$ cat src/design/exec_pkg.sv
// shared types and pipeline records for the execute slice, imported by every module
package exec_pkg;

    // basic widths
    typedef logic [31:0] word_t;
    typedef logic [4:0]  reg_idx_t;
    // four scratch csrs
    typedef logic [1:0]  csr_idx_t;

    // alu operations
    typedef enum logic [3:0] {
        ALU_OP_ADD  = 4'h0,
        ALU_OP_SUB  = 4'h1,
        ALU_OP_SLL  = 4'h2,
        ALU_OP_SLT  = 4'h3,
        ALU_OP_SLTU = 4'h4,
        ALU_OP_XOR  = 4'h5,
        ALU_OP_SRL  = 4'h6,
        ALU_OP_SRA  = 4'h7,
        ALU_OP_OR   = 4'h8,
        ALU_OP_AND  = 4'h9
    } alu_op_e;

    // operand one source
    typedef enum logic [1:0] {
        ALU_OP1_SRC_RS1  = 2'h0,
        ALU_OP1_SRC_PC   = 2'h1,
        ALU_OP1_SRC_CSR  = 2'h2,
        ALU_OP1_SRC_ZERO = 2'h3
    } alu_op1_src_e;

    // operand two source
    typedef enum logic [1:0] {
        ALU_OP2_SRC_RS1  = 2'h0,
        ALU_OP2_SRC_RS2  = 2'h1,
        ALU_OP2_SRC_IMM  = 2'h2,
        ALU_OP2_SRC_FOUR = 2'h3
    } alu_op2_src_e;

    // destination value source
    typedef enum logic {
        RD_SRC_ALU = 1'b0,
        RD_SRC_CSR = 1'b1
    } rd_src_e;

    // csr update, source is always the alu result
    typedef enum logic [1:0] {
        CSR_OP_NONE  = 2'h0,
        CSR_OP_WRITE = 2'h1,
        CSR_OP_SET   = 2'h2,
        CSR_OP_CLEAR = 2'h3
    } csr_op_e;

    // where an e1 register operand comes from
    typedef enum logic [1:0] {
        BYPASS_RF = 2'h0,
        BYPASS_E2 = 2'h1,
        BYPASS_WB = 2'h2
    } bypass_e;

    // decoded instruction at the issue port
    typedef struct packed {
        logic         valid;
        logic [29:0]  pc_word;
        reg_idx_t     rs1_idx;
        reg_idx_t     rs2_idx;
        alu_op1_src_e alu_op1_src;
        alu_op2_src_e alu_op2_src;
        alu_op_e      alu_op;
        word_t        immediate;
        reg_idx_t     rd_idx;
        logic         rd_we;
        rd_src_e      rd_src;
        csr_op_e      csr_op;
        csr_idx_t     csr_idx;
    } issue_s;

    // e1 output register
    typedef struct packed {
        logic     valid;
        reg_idx_t rd_idx;
        logic     rd_we;
        rd_src_e  rd_src;
        csr_op_e  csr_op;
        csr_idx_t csr_idx;
        word_t    old_csr_value;
        word_t    alu_result;
    } e1_to_e2_s;

    // writeback record, also the regfile write port
    typedef struct packed {
        logic     valid;
        reg_idx_t rd_idx;
        logic     rd_we;
        word_t    rd_value;
    } wb_s;

endpackage

$ cat src/design/exec_alu.sv
// combinational integer alu used by the first execute stage
`timescale 1ns/100ps

module exec_alu (
    input  exec_pkg::word_t [1:0] i_alu_operands,
    input  exec_pkg::alu_op_e     i_alu_operation,
    output exec_pkg::word_t       o_alu_result
);
    import exec_pkg::*;

    word_t      op_a;
    word_t      op_b;
    logic [4:0] shamt;

    // operand one is index 0
    assign op_a  = i_alu_operands[0];
    assign op_b  = i_alu_operands[1];
    // only the low five bits shift
    assign shamt = op_b[4:0];

    always_comb begin
        unique case (i_alu_operation)
            ALU_OP_ADD:  o_alu_result = op_a + op_b;
            ALU_OP_SUB:  o_alu_result = op_a - op_b;
            ALU_OP_SLL:  o_alu_result = op_a << shamt;
            // compares give a single bit result
            ALU_OP_SLT:  o_alu_result = {31'h0, $signed(op_a) < $signed(op_b)};
            ALU_OP_SLTU: o_alu_result = {31'h0, op_a < op_b};
            ALU_OP_XOR:  o_alu_result = op_a ^ op_b;
            ALU_OP_SRL:  o_alu_result = op_a >> shamt;
            // arithmetic shift keeps the sign
            ALU_OP_SRA:  o_alu_result = word_t'($signed(op_a) >>> shamt);
            ALU_OP_OR:   o_alu_result = op_a | op_b;
            ALU_OP_AND:  o_alu_result = op_a & op_b;
            // unused encodings
            default:     o_alu_result = '0;
        endcase
    end

endmodule

$ cat src/design/exec_hazard.sv
// bypass source selection for e1 operands and the one-cycle csr read-after-write stall
`timescale 1ns/100ps

module exec_hazard (
    input  exec_pkg::issue_s    i_issue,
    input  exec_pkg::e1_to_e2_s i_e2_rec,
    input  exec_pkg::wb_s       i_wb,
    output exec_pkg::bypass_e   o_rs1_bypass,
    output exec_pkg::bypass_e   o_rs2_bypass,
    output logic                o_issue_ready
);
    import exec_pkg::*;

    logic e2_writes;
    logic wb_writes;
    logic uses_csr;
    logic csr_raw;

    // e2 holds the younger result so it wins over writeback
    function automatic bypass_e pick_source(
        input reg_idx_t src_idx,
        input logic     e2_hit_en,
        input reg_idx_t e2_idx,
        input logic     wb_hit_en,
        input reg_idx_t wb_idx
    );
        bypass_e sel;
        sel = BYPASS_RF;
        if (e2_hit_en && (e2_idx == src_idx)) begin
            sel = BYPASS_E2;
        end else if (wb_hit_en && (wb_idx == src_idx)) begin
            sel = BYPASS_WB;
        end
        return sel;
    endfunction

    // later stages that will write a real register
    assign e2_writes = i_e2_rec.valid && i_e2_rec.rd_we && (i_e2_rec.rd_idx != '0);
    assign wb_writes = i_wb.valid && i_wb.rd_we && (i_wb.rd_idx != '0);

    always_comb begin
        o_rs1_bypass = pick_source(i_issue.rs1_idx, e2_writes, i_e2_rec.rd_idx,
                                   wb_writes, i_wb.rd_idx);
        o_rs2_bypass = pick_source(i_issue.rs2_idx, e2_writes, i_e2_rec.rd_idx,
                                   wb_writes, i_wb.rd_idx);
    end

    // csr value needed by the issuing instruction
    assign uses_csr = (i_issue.alu_op1_src == ALU_OP1_SRC_CSR) || (i_issue.rd_src == RD_SRC_CSR);

    // pending csr update in e2 lands in the bank next edge
    assign csr_raw = i_issue.valid && uses_csr && i_e2_rec.valid &&
                     (i_e2_rec.csr_op != CSR_OP_NONE) && (i_e2_rec.csr_idx == i_issue.csr_idx);

    // stall for one cycle while e1 takes a bubble
    assign o_issue_ready = !csr_raw;

endmodule

$ cat src/design/exec_regfile.sv
// integer register file with two combinational read ports and one write port from writeback
`timescale 1ns/100ps

module exec_regfile (
    input  logic               i_clk,
    input  exec_pkg::reg_idx_t i_rs1_idx,
    input  exec_pkg::reg_idx_t i_rs2_idx,
    output exec_pkg::word_t    o_rs1_rdata,
    output exec_pkg::word_t    o_rs2_rdata,
    input  exec_pkg::wb_s      i_wb
);
    import exec_pkg::*;

    // x0 has no storage
    word_t regs [31:1];

    // no write-through, the hazard unit forwards from writeback
    assign o_rs1_rdata = (i_rs1_idx == '0) ? '0 : regs[i_rs1_idx];
    assign o_rs2_rdata = (i_rs2_idx == '0) ? '0 : regs[i_rs2_idx];

    // write ignored for x0
    always_ff @(posedge i_clk) begin
        if (i_wb.valid && i_wb.rd_we && (i_wb.rd_idx != '0)) begin
            regs[i_wb.rd_idx] <= i_wb.rd_value;
        end
    end

endmodule

$ cat src/design/exec_stage_e1.sv
// first execute stage of the slice with operand bypass and select, the alu and the e1-to-e2 register
`timescale 1ns/100ps

module exec_stage_e1 (
    input  logic                i_clk,
    input  logic                i_rst_n,
    input  exec_pkg::issue_s    i_issue,
    input  logic                i_issue_ready,
    input  logic                i_flush,
    input  exec_pkg::word_t     i_rs1_rdata,
    input  exec_pkg::word_t     i_rs2_rdata,
    input  exec_pkg::bypass_e   i_rs1_bypass,
    input  exec_pkg::bypass_e   i_rs2_bypass,
    input  exec_pkg::word_t     i_e2_fwd,
    input  exec_pkg::word_t     i_wb_fwd,
    input  exec_pkg::word_t     i_csr_rdata,
    output exec_pkg::e1_to_e2_s o_e1_to_e2
);
    import exec_pkg::*;

    word_t [1:0] alu_operands;
    word_t       alu_result;
    word_t       rs1;
    word_t       rs2;
    logic        accept;

    // bypass mux shared by both register operands
    function automatic word_t bypass_mux(
        input bypass_e sel,
        input word_t   rf_value,
        input word_t   e2_value,
        input word_t   wb_value
    );
        word_t value;
        unique case (sel)
            BYPASS_E2: value = e2_value;
            BYPASS_WB: value = wb_value;
            default:   value = rf_value;
        endcase
        return value;
    endfunction

    exec_alu i_alu (
        .i_alu_operands (alu_operands),
        .i_alu_operation(i_issue.alu_op),
        .o_alu_result   (alu_result)
    );

    // resolved register values
    always_comb begin
        rs1 = bypass_mux(i_rs1_bypass, i_rs1_rdata, i_e2_fwd, i_wb_fwd);
        rs2 = bypass_mux(i_rs2_bypass, i_rs2_rdata, i_e2_fwd, i_wb_fwd);
    end

    // op1 select with the pc word turned into a byte address
    always_comb begin
        unique case (i_issue.alu_op1_src)
            ALU_OP1_SRC_RS1:  alu_operands[0] = rs1;
            ALU_OP1_SRC_PC:   alu_operands[0] = {i_issue.pc_word, 2'b00};
            ALU_OP1_SRC_CSR:  alu_operands[0] = i_csr_rdata;
            ALU_OP1_SRC_ZERO: alu_operands[0] = '0;
        endcase
    end

    // op2 select
    always_comb begin
        unique case (i_issue.alu_op2_src)
            ALU_OP2_SRC_RS1:  alu_operands[1] = rs1;
            ALU_OP2_SRC_RS2:  alu_operands[1] = rs2;
            ALU_OP2_SRC_IMM:  alu_operands[1] = i_issue.immediate;
            ALU_OP2_SRC_FOUR: alu_operands[1] = 32'h4;
        endcase
    end

    // handshake at this edge
    assign accept = i_issue.valid && i_issue_ready;

    // stall or flush leaves a bubble
    always_ff @(posedge i_clk) begin
        if (!i_rst_n) begin
            o_e1_to_e2.valid <= 1'b0;
        end else begin
            o_e1_to_e2.valid <= accept && !i_flush;
        end
    end

    // record payload
    always_ff @(posedge i_clk) begin
        o_e1_to_e2.rd_idx        <= i_issue.rd_idx;
        o_e1_to_e2.rd_we         <= i_issue.rd_we;
        o_e1_to_e2.rd_src        <= i_issue.rd_src;
        o_e1_to_e2.csr_op        <= i_issue.csr_op;
        o_e1_to_e2.csr_idx       <= i_issue.csr_idx;
        o_e1_to_e2.old_csr_value <= i_csr_rdata;
        o_e1_to_e2.alu_result    <= alu_result;
    end

    // the bubble taken on a stall clears the csr hazard within one cycle
    a_single_cycle_stall: assert property (
        @(posedge i_clk) disable iff (!i_rst_n) !i_issue_ready |=> i_issue_ready
    );

endmodule

$ cat src/design/exec_stage_e2.sv
// second execute stage holding the scratch csr bank, the csr commit and the writeback register
`timescale 1ns/100ps

module exec_stage_e2 (
    input  logic                i_clk,
    input  logic                i_rst_n,
    input  logic                i_flush,
    input  exec_pkg::e1_to_e2_s i_e1_to_e2,
    input  exec_pkg::csr_idx_t  i_csr_rd_idx,
    output exec_pkg::word_t     o_csr_rdata,
    output exec_pkg::word_t     o_fwd_value,
    output exec_pkg::wb_s       o_wb
);
    import exec_pkg::*;

    word_t csr_q [4];
    word_t csr_cur;
    word_t csr_next;
    logic  commit;

    // read for the instruction at issue
    assign o_csr_rdata = csr_q[i_csr_rd_idx];

    // flush kills the record sitting here
    assign commit = i_e1_to_e2.valid && !i_flush;

    // destination value that e1 also forwards
    assign o_fwd_value = (i_e1_to_e2.rd_src == RD_SRC_CSR) ? i_e1_to_e2.old_csr_value
                                                           : i_e1_to_e2.alu_result;

    // read-modify-write on the addressed csr
    assign csr_cur = csr_q[i_e1_to_e2.csr_idx];

    always_comb begin
        unique case (i_e1_to_e2.csr_op)
            CSR_OP_WRITE: csr_next = i_e1_to_e2.alu_result;
            CSR_OP_SET:   csr_next = csr_cur | i_e1_to_e2.alu_result;
            CSR_OP_CLEAR: csr_next = csr_cur & ~i_e1_to_e2.alu_result;
            // no update
            default:      csr_next = csr_cur;
        endcase
    end

    // csr bank cleared by reset
    always_ff @(posedge i_clk) begin
        if (!i_rst_n) begin
            for (int i = 0; i < 4; i++) begin
                csr_q[i] <= '0;
            end
        end else if (commit && (i_e1_to_e2.csr_op != CSR_OP_NONE)) begin
            csr_q[i_e1_to_e2.csr_idx] <= csr_next;
        end
    end

    // writeback valid
    always_ff @(posedge i_clk) begin
        if (!i_rst_n) begin
            o_wb.valid <= 1'b0;
        end else begin
            o_wb.valid <= commit;
        end
    end

    // writeback payload
    always_ff @(posedge i_clk) begin
        o_wb.rd_idx   <= i_e1_to_e2.rd_idx;
        o_wb.rd_we    <= i_e1_to_e2.rd_we;
        o_wb.rd_value <= o_fwd_value;
    end

    // old csr value of the next record is never stale after a csr update here
    a_no_stale_csr_value: assert property (
        @(posedge i_clk) disable iff (!i_rst_n)
        (i_e1_to_e2.valid && (i_e1_to_e2.csr_op != CSR_OP_NONE))
        |=> !(i_e1_to_e2.valid && (i_e1_to_e2.rd_src == RD_SRC_CSR) &&
              (i_e1_to_e2.csr_idx == $past(i_e1_to_e2.csr_idx)))
    );

endmodule

$ cat src/design/exec_top.sv
// top level of the execute slice, connects issue port, regfile, hazard unit and both stages
`timescale 1ns/100ps

module exec_top (
    input  logic             i_clk,
    input  logic             i_rst_n,
    input  exec_pkg::issue_s i_issue,
    output logic             o_issue_ready,
    input  logic             i_flush,
    output exec_pkg::wb_s    o_wb
);
    import exec_pkg::*;

    // register file reads
    word_t     rs1_rdata;
    word_t     rs2_rdata;
    // hazard decisions
    bypass_e   rs1_bypass;
    bypass_e   rs2_bypass;
    // stage to stage
    e1_to_e2_s e1_to_e2;
    word_t     e2_fwd;
    word_t     csr_rdata;

    exec_regfile i_regfile (
        .i_clk      (i_clk),
        .i_rs1_idx  (i_issue.rs1_idx),
        .i_rs2_idx  (i_issue.rs2_idx),
        .o_rs1_rdata(rs1_rdata),
        .o_rs2_rdata(rs2_rdata),
        .i_wb       (o_wb)
    );

    exec_hazard i_hazard (
        .i_issue      (i_issue),
        .i_e2_rec     (e1_to_e2),
        .i_wb         (o_wb),
        .o_rs1_bypass (rs1_bypass),
        .o_rs2_bypass (rs2_bypass),
        .o_issue_ready(o_issue_ready)
    );

    exec_stage_e1 i_e1 (
        .i_clk        (i_clk),
        .i_rst_n      (i_rst_n),
        .i_issue      (i_issue),
        .i_issue_ready(o_issue_ready),
        .i_flush      (i_flush),
        .i_rs1_rdata  (rs1_rdata),
        .i_rs2_rdata  (rs2_rdata),
        .i_rs1_bypass (rs1_bypass),
        .i_rs2_bypass (rs2_bypass),
        .i_e2_fwd     (e2_fwd),
        // writeback forward is the registered wb value
        .i_wb_fwd     (o_wb.rd_value),
        .i_csr_rdata  (csr_rdata),
        .o_e1_to_e2   (e1_to_e2)
    );

    exec_stage_e2 i_e2 (
        .i_clk       (i_clk),
        .i_rst_n     (i_rst_n),
        .i_flush     (i_flush),
        .i_e1_to_e2  (e1_to_e2),
        .i_csr_rd_idx(i_issue.csr_idx),
        .o_csr_rdata (csr_rdata),
        .o_fwd_value (e2_fwd),
        .o_wb        (o_wb)
    );

endmodule

$ cat config.mk
export PLATFORM = sky130hd
export DESIGN_NAME = exec_top
export DESIGN_NICKNAME = d
export VERILOG_FILES = /design/src/design/exec_pkg.sv /design/src/design/exec_alu.sv /design/src/design/exec_hazard.sv /design/src/design/exec_regfile.sv /design/src/design/exec_stage_e1.sv /design/src/design/exec_stage_e2.sv /design/src/design/exec_top.sv
export SDC_FILE = /design/constraint.sdc
export NUM_CORES = 2
export LEC_CHECK = 0
export ABC_AREA = 0
export ABC_CLOCK_PERIOD_IN_PS = 17700
export BUFFER_PORTS_ARGS = -buffer_cell sky130_fd_sc_hd__buf_2
export CAP_MARGIN = 15
export CORE_MARGIN = 2
export CORE_UTILIZATION = 44
export CTS_CLUSTER_SIZE = 20
export DETAILED_ROUTE_END_ITERATION = 16
export HOLD_SLACK_MARGIN = 0.02
export PLACE_DENSITY = 0.67
export SLEW_MARGIN = 10
export SYNTH_ARGS = -nofsm -noshare
export SYNTH_HDL_FRONTEND = slang
export SYNTH_SLANG_ARGS = --single-unit
$ cat constraint.sdc
create_clock -name i_clk -period 17.7 [get_ports i_clk]
set_input_delay 3.54 -clock i_clk [delete_from_list [all_inputs] [get_ports i_clk]]
set_output_delay 3.54 -clock i_clk [all_outputs]
set_load 0.02 [all_outputs]
==> results_dict.tcl <==
set metrics [dict create \
    dp_slack_ps 6010 \
    setup_slack_ps 6320 \
    relSlewSlack_pct 6.38 \
    fmax_ghz 0.0879 \
    cts_root_buf "clkbuf_16" \
    fin_crit_sh_pct 64.3 \
    rows 143 \
    syn_inst 4822 \
    detail-route-antenna-nets 0 \
    period_needed_ps 11380 \
    synth_flop_cell "edfxtp_1" \
    clk_pin_slew_worst_paths_ps 60 \
    ys_ff_latch 1235 \
    grt_overflow 0 \
    cp_max_fo 62 \
    p_per_area_nw_per_um2 103 \
    cts_resized 0 \
    rsz0062_at_grt "no" \
    hold_buffers 0 \
    io_pins 135 \
    netlist_area_um2 66900 \
    drt-wirelength-per-cell_um 37.9 \
    grt_pass1_vias 47600 \
    grt_max_degree 114 \
    dieWidth_um 394 \
    drcViolationCount 0 \
    initial_core_util_pct 44.2 \
    ir_drop_mv 0.109 \
    wl_um 266000 \
    seq_area_frac_synth_pct 53.7 \
    cts_buffers 135 \
    end_kind "flip-flop" \
    core_area_um2 152000 \
    die_h_um 394 \
    post_cts_buffers 0 \
    leakage_nw 25.7 \
    cts_tree "done" \
    cts.path.max_buffers 3 \
    holdCritPathClass "flip-flop to flip-flop" \
    cts_max_level 4 \
    yosys_warnings 0 \
    firstDrtPassIters 8 \
    fin_nets 5072 \
    grt_pass1_wl_um 368000 \
    synthToLayoutAreaGrowth_pct 11.3 \
    clkPwrFrac_pct 39.1 \
    swShare_pct 28.8 \
    maxCapViolCount 0 \
    finalSetupViolCount 0 \
    tightest_slew_ps 1390 \
    synth.avg_cell_area_um2 13.9 \
    viasPerCell 6.99 \
    layout-drive-gt1-share_pct 24.4 \
    reg2reg_slack_ps 9590 \
    p_sw_w 0.00222 \
    ys_types 114 \
    antenna_found_initial 8 \
    p_int_w 0.00549 \
    hpwl_um 169000 \
    finalHoldViolations 0 \
    critPathLaunchType "input port" \
    status "complete, no violations" \
    instances_no_fill 7023 \
    fin_worst_skew_ps 34.0 \
    synthesis.nets 5016 \
    cp.arrival_ps 12050 \
    holdWs_ps 349 \
    path_class "input port to flip-flop" \
    io_buffers 134 \
    insertion_delay_ps 800 \
    synth-edff-count 1120 \
    gp_congestion 1.13 \
    dpl.cell_count 6769 \
    comb_power_share_pct 17.4 \
    grtUsageTotal_pct 33.6 \
    setup_tns_ps 0 \
    synth-async-reset-ratio_pct 0 \
    critPathRequiredTime_ps 18370 \
    finalMaxSlewViolations 0 \
    num_vias 49100 \
    drt_iter0_markers 7667 \
    seqPwrFrac_pct 43.5 \
    dieArea_um2 155000 \
    fin_util_pct 49.1 \
    clock-sinks 1235 \
]
==> power groups by stage <==
stage                     logic [W]  registers, W  clock network (W)
after floorplan            0.000732       0.00345                  0
after global placement      0.00129       0.00341                  0
after detailed placement    0.00128       0.00341                  0
after CTS                   0.00129       0.00335            0.00302
after global routing        0.00138       0.00336            0.00314
final                       0.00134       0.00335            0.00301
==> flip-flops by register name (all words and copies together) (netlist names) <==
signal and flops:
i_e1.o_e1_to_e2 76, i_e2.csr_q 128, i_e2.o_wb 39, i_regfile.regs 992
==> cell usage after synthesis, drive strengths merged, types with 108 or more instances <==
cell | number | share of area (%)
nor2 | 382 | 2.2
o21ai | 221 | 1.7
mux2 | 129 | 2.2
a21oi | 225 | 1.7
nand2 | 228 | 1.3
clkbuf | 189 | 1.1
mux4 | 456 | 15
dfxtp | 115 | 3.4
edfxtp | 1120 | 50
buf | 197 | 2.0
mux2i | 286 | 4.3
inv | 108 | 0.61
==> cell families (layout without fill, tap and decap cells) <==
kind of cell             after synthesis  after routing  synth area share (%)
AO/OA/AOI/OAI                       1140           1140                  11.9
XOR/XNOR                              42             42                 0.550
adder cells (fa/ha/maj)               99             99                  1.87
buffers and inverters                495            664                  3.71
flip-flops                          1235           1235                  53.7
multiplexers                         871            871                  21.8
other                                  0              2                     0
AND/OR/NAND/NOR                      940            940                  6.52
==> routing by layer <==
layer,global-route usage (%),up-vias,part of all wire [%]
met3,9.01,877,12
met2,50.0,3687,44
met1,43.1,24900,36
li1,-,19600,-
met5,0,-,0.023
met4,22.8,10,8.0
==> cell type report <==
class	instances	area [µm²]
diodes	2	5.00
clock buffers	170	3580
clock inverters	80	1110
fillers	13000	77100
inverters	109	413
multi-input cells	3092	28900
flip-flops and latches	1235	35900
well taps	2030	2540
repair buffers	305	2030
==> cell usage in the layout, fill, tap and decap left out, types with 33 or more instances in the layout <==
master / instances
a211oi_1: 35
a22oi_1: 83
nand3_1: 52
xnor2_1: 33
a221oi_1: 78
nor2_1: 343
mux2_2: 126
dfxtp_1: 112
nand2_1: 225
o21ai_0: 204
mux4_2: 456
edfxtp_1: 1120
o211ai_1: 54
nor3_1: 75
buf_4: 171
mux2i_1: 283
inv_1: 100
ha_1: 97
clkbuf_16: 138
o221ai_1: 53
o22ai_1: 61
a21o_1: 63
buf_2: 127
a21oi_1: 223
==> path summary, 6_finish.rpt <==
path / startpoint / end / depth (start not counted)
setup / recovery: i_issue[52] / i_e1.o_e1_to_e2[28]$_DFF_P_ / 26
hold reg to reg: i_e1.o_e1_to_e2[69]$_DFF_P_ / i_e2.o_wb[32]$_DFF_P_ / 0
hold / removal: i_e1.o_e1_to_e2[69]$_DFF_P_ / i_e2.o_wb[32]$_DFF_P_ / 0
setup reg to reg: i_e2.o_wb[36]$_DFF_P_ / i_e1.o_e1_to_e2[28]$_DFF_P_ / 24
==> through the flow <==
step           instance area [µm²]  total power (W)
3_5_place_dp                 69800          0.00469
2_1_floorplan                66900          0.00418
4_1_cts                      74500          0.00766
3_3_place_gp                 69800          0.00470
5_1_grt                      74500          0.00788
6_report                     74500          0.00770
==> critical path, cell delays in order <==
cell and delay [ps]:
buf_8 380, buf_4 860, xnor2_1 220, o311ai_2 160, nor3_2 150, buf_4 560, or2_2 220, buf_4 510
nor3_1 130, a21oi_1 150, o21ai_0 90, o21ai_0 850, nor2_1 120, a21o_1 250, ha_1 470, o21a_1 190
o21ai_0 120, o2111ai_1 430, a311oi_1 240, o211a_1 300, o311ai_0 720, nand3_1 170, mux2_2 310, a211oi_1 300
nand4_1 140, a211o_1 250
Note: power is estimated with default switching activity, not from simulation.
